File: config.mk
export PLATFORM = sky130hd
export DESIGN_NAME = layer_sequencer
export DESIGN_NICKNAME = d
export VERILOG_FILES = /design/src/design/layer_seq_pkg.sv /design/src/design/layer_cfg_fifo.sv /design/src/design/layer_step_fsm.sv /design/src/design/layer_sequencer.sv
export VERILOG_INCLUDE_DIRS = /design/src /design/src/design
export SDC_FILE = /design/constraint.sdc
export NUM_CORES = 1
export LEC_CHECK = 0
export ABC_AREA = 1
export BUFFER_PORTS_ARGS = -buffer_cell sky130_fd_sc_hd__buf_2
export CORE_ASPECT_RATIO = 1.25
export CORE_UTILIZATION = 35
export DETAILED_ROUTE_END_ITERATION = 6
export GPL_TIMING_DRIVEN = 1
export HOLD_SLACK_MARGIN = 0.12
export PLACE_DENSITY = 0.58
export REMOVE_ABC_BUFFERS = 1
export SKIP_LAST_GASP = 1
export SYNTH_ARGS = -nofsm -noshare
export SYNTH_HDL_FRONTEND = slang
export SYNTH_HIERARCHICAL = 1
export SYNTH_SLANG_ARGS = --single-unit
File: constraint.sdc
create_clock -name clk_i -period 6 [get_ports clk_i]
set_input_delay 0.6 -clock clk_i [delete_from_list [all_inputs] [get_ports clk_i]]
set_output_delay 0.6 -clock clk_i [all_outputs]
set_load 0.02 [all_outputs]
File: src/design/layer_seq_defines.svh
// ---------------------------------------------------------------------------
// layer sequencer constants
// store depth, writeback delay and configuration field widths
// ---------------------------------------------------------------------------

`ifndef LAYER_SEQ_DEFINES_SVH
`define LAYER_SEQ_DEFINES_SVH

// layer store
`define LSEQ_FIFO_DEPTH 10
`define LSEQ_CNT_BITS $clog2(`LSEQ_FIFO_DEPTH + 1)   // occupancy and layer index

// cycles from end of compute to layer done
`define LSEQ_WRITEBACK_DELAY 2

// configuration field widths
`define LSEQ_IMG_BITS 9     // image width and height
`define LSEQ_K_BITS 3       // kernel size, strides, pooling kernel
`define LSEQ_CH_BITS 8      // input and output channel counts

// activation memory bankset index
`define LSEQ_BANK_BITS 2

`endif

File: src/design/layer_seq_pkg.sv
// ---------------------------------------------------------------------------
// layer sequencer types
// layer configuration record, controller states and bankset index
// ---------------------------------------------------------------------------

`default_nettype none

`include "layer_seq_defines.svh"

package layer_seq_pkg;

   // one convolution layer as stored by the host and shown to compute
   typedef struct packed {
      logic [`LSEQ_IMG_BITS-1:0] imagewidth;
      logic [`LSEQ_IMG_BITS-1:0] imageheight;
      logic [`LSEQ_K_BITS-1:0]   k;
      logic [`LSEQ_CH_BITS-1:0]  ni;
      logic [`LSEQ_CH_BITS-1:0]  no;
      logic [`LSEQ_K_BITS-1:0]   stride_width;
      logic [`LSEQ_K_BITS-1:0]   stride_height;
      logic                      padding_type;
      logic                      pooling_enable;    // pooling and skip pass through
      logic                      pooling_type;
      logic [`LSEQ_K_BITS-1:0]   pooling_kernel;
      logic                      skip_in;
      logic                      skip_out;
   } layer_cfg_t;

   typedef enum logic [2:0] {
      IDLE,
      FETCH,        // pop head layer
      LATCH,        // strobe new layer into compute
      COMPUTE,      // wait for tile buffer
      WRITEBACK,    // fixed delay
      DONE
   } seq_state_e;

   typedef logic [`LSEQ_BANK_BITS-1:0] bank_idx_t;

endpackage

`default_nettype wire

File: src/design/layer_cfg_fifo.sv
// ---------------------------------------------------------------------------
// circular layer store
// host pushes fill the store, each pop moves the head entry back to the tail
// ---------------------------------------------------------------------------

`timescale 1ns/1ps
`default_nettype none

`include "layer_seq_defines.svh"

module layer_cfg_fifo
   import layer_seq_pkg::*;
(
   input  logic                      clk_i,
   input  logic                      rst_ni,
   input  logic                      push_i,
   input  layer_cfg_t                push_cfg_i,
   input  logic                      pop_i,
   output layer_cfg_t                head_cfg_o,
   output logic [`LSEQ_CNT_BITS-1:0] count_o
);

   localparam int unsigned ptr_bits = $clog2(`LSEQ_FIFO_DEPTH);

   typedef logic [ptr_bits-1:0] ptr_t;

   layer_cfg_t                mem_q [`LSEQ_FIFO_DEPTH];
   ptr_t                      rd_ptr_q;
   ptr_t                      wr_ptr_q;
   logic [`LSEQ_CNT_BITS-1:0] count_q;

   logic       full;
   logic       empty;
   logic       do_push;
   logic       do_pop;
   logic       wr_en;
   layer_cfg_t wr_data;

   // pointer wrap at the last slot
   function automatic ptr_t ptr_inc(input ptr_t ptr);
      ptr_t nxt;
      if (ptr == ptr_t'(`LSEQ_FIFO_DEPTH - 1)) begin
         nxt = '0;
      end else begin
         nxt = ptr + 1'b1;
      end
      return nxt;
   endfunction

   assign full  = (count_q == (`LSEQ_CNT_BITS)'(`LSEQ_FIFO_DEPTH));
   assign empty = (count_q == '0);

   assign do_pop  = pop_i && !empty;
   assign do_push = push_i && !full && !do_pop;   // pop wins, host never overlaps

   // a pop recirculates the old head into the tail slot
   assign wr_en   = do_push || do_pop;
   assign wr_data = do_pop ? mem_q[rd_ptr_q] : push_cfg_i;

   // ------------------------------------------------------------------------
   // storage
   // ------------------------------------------------------------------------
   always_ff @(posedge clk_i) begin
      if (wr_en) begin
         mem_q[wr_ptr_q] <= wr_data;
      end
   end

   // ------------------------------------------------------------------------
   // pointers and occupancy
   // ------------------------------------------------------------------------
   always_ff @(posedge clk_i or negedge rst_ni) begin
      if (!rst_ni) begin
         rd_ptr_q <= '0;
         wr_ptr_q <= '0;
         count_q  <= '0;
      end else begin
         if (wr_en) begin
            wr_ptr_q <= ptr_inc(wr_ptr_q);
         end
         if (do_pop) begin
            rd_ptr_q <= ptr_inc(rd_ptr_q);   // count stays, entry went to tail
         end
         if (do_push) begin
            count_q <= count_q + 1'b1;
         end
      end
   end

   assign head_cfg_o = mem_q[rd_ptr_q];
   assign count_o    = count_q;

endmodule

`default_nettype wire

File: src/design/layer_step_fsm.sv
// ---------------------------------------------------------------------------
// layer run controller
// steps once through the stored layers: pop, latch, compute wait, writeback
// and drives the compute strobes and activation memory bankset selection
// ---------------------------------------------------------------------------

`timescale 1ns/1ps
`default_nettype none

`include "layer_seq_defines.svh"

module layer_step_fsm
   import layer_seq_pkg::*;
(
   input  logic                      clk_i,
   input  logic                      rst_ni,
   input  logic                      compute_disable_i,
   input  logic                      tilebuffer_done_i,
   input  logic [`LSEQ_CNT_BITS-1:0] layer_count_i,
   input  layer_cfg_t                head_cfg_i,
   output logic                      fifo_pop_o,
   output logic                      compute_latch_new_layer_o,
   output logic                      compute_soft_reset_o,
   output logic                      compute_done_o,
   output layer_cfg_t                layer_cfg_o,
   output bank_idx_t                 readbank_o,
   output bank_idx_t                 writebank_o
);

   localparam int unsigned timer_bits =
      (`LSEQ_WRITEBACK_DELAY > 1) ? $clog2(`LSEQ_WRITEBACK_DELAY) : 1;
   localparam logic [timer_bits-1:0] timer_last = timer_bits'(`LSEQ_WRITEBACK_DELAY - 1);

   seq_state_e                state_q;
   seq_state_e                state_d;
   logic [`LSEQ_CNT_BITS-1:0] layer_idx_q;   // layer within the current run
   logic [`LSEQ_CNT_BITS-1:0] layer_idx_d;
   logic [timer_bits-1:0]     timer_q;
   logic [timer_bits-1:0]     timer_d;
   logic                      run_done_q;    // run finished since last disable
   logic                      run_done_d;
   layer_cfg_t                layer_cfg_q;
   bank_idx_t                 readbank_q;
   bank_idx_t                 writebank_q;

   logic start_run;
   logic layers_left;
   logic run_en;

   assign run_en      = !compute_disable_i;
   assign start_run   = run_en && !run_done_q && (layer_count_i != '0);
   assign layers_left = (layer_idx_q < layer_count_i);   // index already counts latched layers

   // ------------------------------------------------------------------------
   // next state
   // ------------------------------------------------------------------------
   always_comb begin : next_state
      state_d     = state_q;
      layer_idx_d = layer_idx_q;
      timer_d     = timer_q;
      run_done_d  = run_done_q;

      unique case (state_q)
         IDLE: begin
            layer_idx_d = '0;
            if (start_run) begin
               state_d = FETCH;
            end
         end
         FETCH: state_d = LATCH;
         LATCH: begin
            state_d     = COMPUTE;
            layer_idx_d = layer_idx_q + 1'b1;
         end
         COMPUTE: begin
            if (tilebuffer_done_i) begin
               state_d = WRITEBACK;
               timer_d = '0;
            end
         end
         WRITEBACK: begin
            if (timer_q == timer_last) begin
               state_d = layers_left ? FETCH : DONE;
            end else begin
               timer_d = timer_q + 1'b1;
            end
         end
         DONE: begin
            state_d    = IDLE;
            run_done_d = 1'b1;
         end
         default: state_d = IDLE;
      endcase

      // disable aborts any run and rearms the start
      if (compute_disable_i) begin
         state_d    = IDLE;
         run_done_d = 1'b0;
      end
   end

   // ------------------------------------------------------------------------
   // strobes
   // ------------------------------------------------------------------------
   assign fifo_pop_o                = run_en && (state_q == FETCH);
   assign compute_latch_new_layer_o = run_en && (state_q == LATCH);
   assign compute_soft_reset_o      = compute_latch_new_layer_o && (layer_idx_q == '0);
   assign compute_done_o            = run_en && (state_q == DONE);

   always_ff @(posedge clk_i or negedge rst_ni) begin
      if (!rst_ni) begin
         state_q     <= IDLE;
         layer_idx_q <= '0;
         timer_q     <= '0;
         run_done_q  <= 1'b0;
      end else begin
         state_q     <= state_d;
         layer_idx_q <= layer_idx_d;
         timer_q     <= timer_d;
         run_done_q  <= run_done_d;
      end
   end

   // current layer and banksets, both held between runs
   always_ff @(posedge clk_i or negedge rst_ni) begin
      if (!rst_ni) begin
         layer_cfg_q <= '0;
         readbank_q  <= bank_idx_t'(1);
         writebank_q <= bank_idx_t'(0);
      end else begin
         if (fifo_pop_o) begin
            layer_cfg_q <= head_cfg_i;   // visible during the latch cycle
         end
         if (compute_latch_new_layer_o) begin
            readbank_q  <= bank_idx_t'(layer_idx_q[0]);    // ping-pong between sets 0 and 1
            writebank_q <= bank_idx_t'(!layer_idx_q[0]);
         end
      end
   end

   assign layer_cfg_o = layer_cfg_q;
   assign readbank_o  = readbank_q;
   assign writebank_o = writebank_q;

endmodule

`default_nettype wire

File: src/design/layer_sequencer.sv
// ---------------------------------------------------------------------------
// layer sequencer top
// circular layer store feeding the run controller of the convolution engine
// ---------------------------------------------------------------------------

`timescale 1ns/1ps
`default_nettype none

`include "layer_seq_defines.svh"

module layer_sequencer
   import layer_seq_pkg::*;
(
   input  logic       clk_i,
   input  logic       rst_ni,
   input  logic       store_i,
   input  layer_cfg_t layer_cfg_i,
   input  logic       compute_disable_i,
   input  logic       tilebuffer_done_i,
   output logic       fifo_pop_o,
   output logic       compute_latch_new_layer_o,
   output logic       compute_soft_reset_o,
   output layer_cfg_t layer_cfg_o,
   output bank_idx_t  readbank_o,
   output bank_idx_t  writebank_o,
   output logic       compute_done_o
);

   logic                      push;
   logic                      pop;
   layer_cfg_t                head_cfg;
   logic [`LSEQ_CNT_BITS-1:0] layer_count;

   assign push       = store_i && compute_disable_i;   // host writes only while compute is off
   assign fifo_pop_o = pop;

   layer_cfg_fifo i_layer_store (
      .clk_i      (clk_i),
      .rst_ni     (rst_ni),
      .push_i     (push),
      .push_cfg_i (layer_cfg_i),
      .pop_i      (pop),
      .head_cfg_o (head_cfg),
      .count_o    (layer_count)
   );

   layer_step_fsm i_step_fsm (
      .clk_i                     (clk_i),
      .rst_ni                    (rst_ni),
      .compute_disable_i         (compute_disable_i),
      .tilebuffer_done_i         (tilebuffer_done_i),
      .layer_count_i             (layer_count),
      .head_cfg_i                (head_cfg),
      .fifo_pop_o                (pop),
      .compute_latch_new_layer_o (compute_latch_new_layer_o),
      .compute_soft_reset_o      (compute_soft_reset_o),
      .compute_done_o            (compute_done_o),
      .layer_cfg_o               (layer_cfg_o),
      .readbank_o                (readbank_o),
      .writebank_o               (writebank_o)
   );

endmodule

`default_nettype wire

==> impl_metrics.json <==
{
  "coreArea_um2": 69900,
  "synth-seq-cells": 584,
  "crit_family": "buffers and inverters",
  "p_per_area_nw_per_um2": 502,
  "finalHoldViolations": 0,
  "period_needed_ns": 3.75,
  "antenna_found_initial": 2,
  "synth_edf_count": 510,
  "globalplace.congestion": 0.769,
  "grt_max_degree": 90,
  "post_cts_buffers": 0,
  "vias": 16630,
  "cp_max_fo": 89,
  "via_per_inst": 4.78,
  "rows": 108,
  "die_height_um": 300,
  "io_buffers": 112,
  "drive_gt1_share_pct": 11.0,
  "wl_um": 62700,
  "die_w_um": 240,
  "n_fill_cell": 6679,
  "syn_area_per_cell_um2": 10.3,
  "synthArstFlopShare_pct": 12.7,
  "min_path_type": "input port to flop",
  "tightest_slew_ns": 1.03,
  "min_path_cells": 2,
  "drc": 0,
  "synthTopCellsByCount": "871 x nand2_1, 510 x edfxtp_1, 235 x inv_1",
  "cap_violations": 0,
  "crit_arrival_ns": 4.14,
  "p_total_w": 0.0143,
  "dieArea_um2": 72100,
  "nets": 2555,
  "peakVddDrop_v": 0.000238,
  "grt_pass1_wl_um": 96500,
  "drt-initial-drc-count": 1231,
  "cts.clk_slew.worst_paths_ns": 0.06,
  "layout.cells.non_filler": 3476,
  "worstSetupPathType": "flop to flop",
  "ctsLongestPathBuffers": 3,
  "maxSlewHeadroom_pct": 31.6,
  "post-place-ws_ns": 2.23,
  "ctsRootBufferMaster": "clkbuf_16",
  "placed_cells": 3366,
  "cts.sinks": 584,
  "max_freq_ghz": 0.266,
  "fin_skew_ns": 0.0246,
  "layout_setup_ws_ns": 2.25,
  "r2r_cells": 10,
  "ant_nets": 0,
  "fin_tns_setup_ns": 0,
  "grt_use_total_pct": 17.6,
  "grt_pass1_vias": 16530,
  "grt-ovfl-total": 0,
  "cp-start-kind": "flop",
  "synth.cell_area_um2": 24900,
  "ys_types": 31,
  "hold_ws_ns": 0.226,
  "yosys.area.top_type": "edfxtp_1",
  "synth_top_area_share_pct": 61.6,
  "endpoint_kind": "flop",
  "cp_common_cell": "nand2_1",
  "status": "complete, no violations",
  "crit_chain": "buf_4, buf_4, nand2_1, nand2_1, nand2_1, nand3_1, nand3_1, nand2_1, nand2_1, nand2_1",
  "clock_latency_ns": 0.62,
  "syn_inst": 2409,
  "leakagePower_nw": 12.0,
  "syn_to_final_growth_pct": 14.6,
  "numCtsBuffers": 57,
  "path_buf_inv": 2,
  "wl_per_cell_um": 18.0,
  "num_io_pins": 115,
  "synth.area.top_cells": "edfxtp_1 62%, nand2_1 13%, dfrtp_1 7.4%, nand3_1 4.6%, inv_1 3.5%",
  "yosys_warnings": 6,
  "drv_slew": 0,
  "period_share_pct": 62.6,
  "slowest_delay_ns": 0.84,
  "setup_viol": 0,
  "ys_seq_area_share_pct": 69.1,
  "synth-main-ff-cell": "edfxtp_1",
  "yosysMostFrequentCell": "nand2_1",
  "crit_cells": 10,
  "cts_tree": "done",
  "initial_core_util_pct": 35.6,
  "rsz0062_at_grt": "no",
  "firstDrtPassIters": 5,
  "dpl.hpwl_um": 34200,
  "crit_path_top_delay_cell": "dfrtp_4",
  "cts_max_level": 2,
  "worst_ep_required_time_ns": 6.39
}
cells by family (layout without fill, tap and decap cells):
| kind of cell | count (synthesis) | count (layout) | share of synthesized area (%) |
|---|---|---|---|
| xor gates and xnor gates | 7 | 7 | 0.247 |
| adders and majority gates | 8 | 8 | 0.403 |
| and+or+nand+nor | 1329 | 1329 | 21.5 |
| buffers and inverters | 369 | 499 | 6.07 |
| AOI/OAI and AO/OA | 111 | 111 | 2.70 |
| DFF | 584 | 584 | 69.1 |
| other | 1 | 3 | 0.0151 |
placed cells by master (no fill, tap or decap), types with 2 or more instances in the layout:
cell,n
a21oi_1,3
dfrtp_4,2
o22ai_1,2
clkbuf_8,12
inv_1,234
clkinv_4,2
conb_1,2
buf_2,111
dfrtp_1,70
ha_1,8
nor2_1,206
edfxtp_1,510
clkbuf_1,3
o211ai_1,42
xor2_1,6
inv_2,8
nand3b_1,9
bufinv_16,12
inv_6,4
clkbuf_16,57
inv_4,2
clkinvlp_4,5
nor3_2,5
nand2_1,870
buf_4,33
o21ai_0,61
clkinv_2,13
nand3_1,227
nor2_4,7
stage by stage:
step	util, %	cell area [um^2]
after global placement	37.7	26300
final	40.8	28500
after detailed placement	37.7	26300
after floorplan	-	24300
after global routing	40.8	28500
after CTS	40.8	28500
flip-flops by register name, indices dropped and copies added, names as in the netlist:
signal and flops:
i_step_fsm/layer_idx_q 4, i_layer_store/mem_q 510, i_step_fsm/writebank_o 1, i_step_fsm/readbank_o 1
i_step_fsm/timer_q 1, i_step_fsm/run_done_q 1, i_layer_store/count_o 4, i_layer_store/wr_ptr_q 4
i_layer_store/rd_ptr_q 4, i_step_fsm/layer_cfg_o 51, i_step_fsm/state_q 3
layout make-up:
| type | count | area (um^2) | share of cell area (%) |
|---|---|---|---|
| sequential | 584 | 17200 | 60.3 |
| clock inverter | 36 | 527 | 1.85 |
| timing repair buffer | 145 | 813 | 2.86 |
| multi-input combinational | 1457 | 6250 | 22.0 |
| clock buffer | 72 | 1600 | 5.63 |
| inverter | 246 | 933 | 3.28 |
| antenna | 1 | 2.50 | 0.00879 |
| tap | 935 | 1170 | 4.11 |
path summary, 6_finish.rpt:
check | startpoint | endpoint | slack [ns]
setup / recovery | i_layer_store/rd_ptr_q[0] | i_layer_store/mem_q[1][19] | 2.25
hold / removal | compute_disable_i | i_step_fsm/run_done_q | 0.23
setup reg to reg | i_layer_store/rd_ptr_q[0] | i_layer_store/mem_q[1][19] | 2.25
hold reg to reg | i_step_fsm/layer_cfg_o[32] | i_step_fsm/layer_cfg_o[32] | 0.46
max in group asynchronous | rst_ni | i_layer_store/rd_ptr_q[0] | 4.28
min in group asynchronous | rst_ni | i_step_fsm/layer_cfg_o[35] | 0.45
where the power goes:
part	internal [W]	leakage, nW	switching, W
registers	0.00536	5.53	0.000343
clock network	0.00242	1.05	0.00156
logic	0.00122	5.44	0.00341
total	0.00900	12.0	0.00531
layer usage:
metal | vias up | track usage [%] | wire [um]
li1 | 8031 | - | -
met1 | 8025 | 22.1 | 26300
met2 | 455 | 31.1 | 31400
met3 | 117 | 2.36 | 3480
met4 | 2 | 5.73 | 1550
met5 | - | 0 | 14
repair_timing:
item | in CTS | in global routing
gates resized for setup | 0 | 0
setup endpoints to repair | 0 | 0
hold buffers | 1 | 0
hold endpoints to repair | 17 | 0
worst reg2reg max path, cell delays in order (launching register included):
cell and delay, ns:
dfrtp_4 0.84, buf_4 0.83, buf_4 0.91, nand2_1 0.15, nand2_1 0.11, nand2_1 0.06
nand3_1 0.10, nand3_1 0.07, nand2_1 0.12, nand2_1 0.06, nand2_1 0.29
Power figures use the tool's default switching activity.
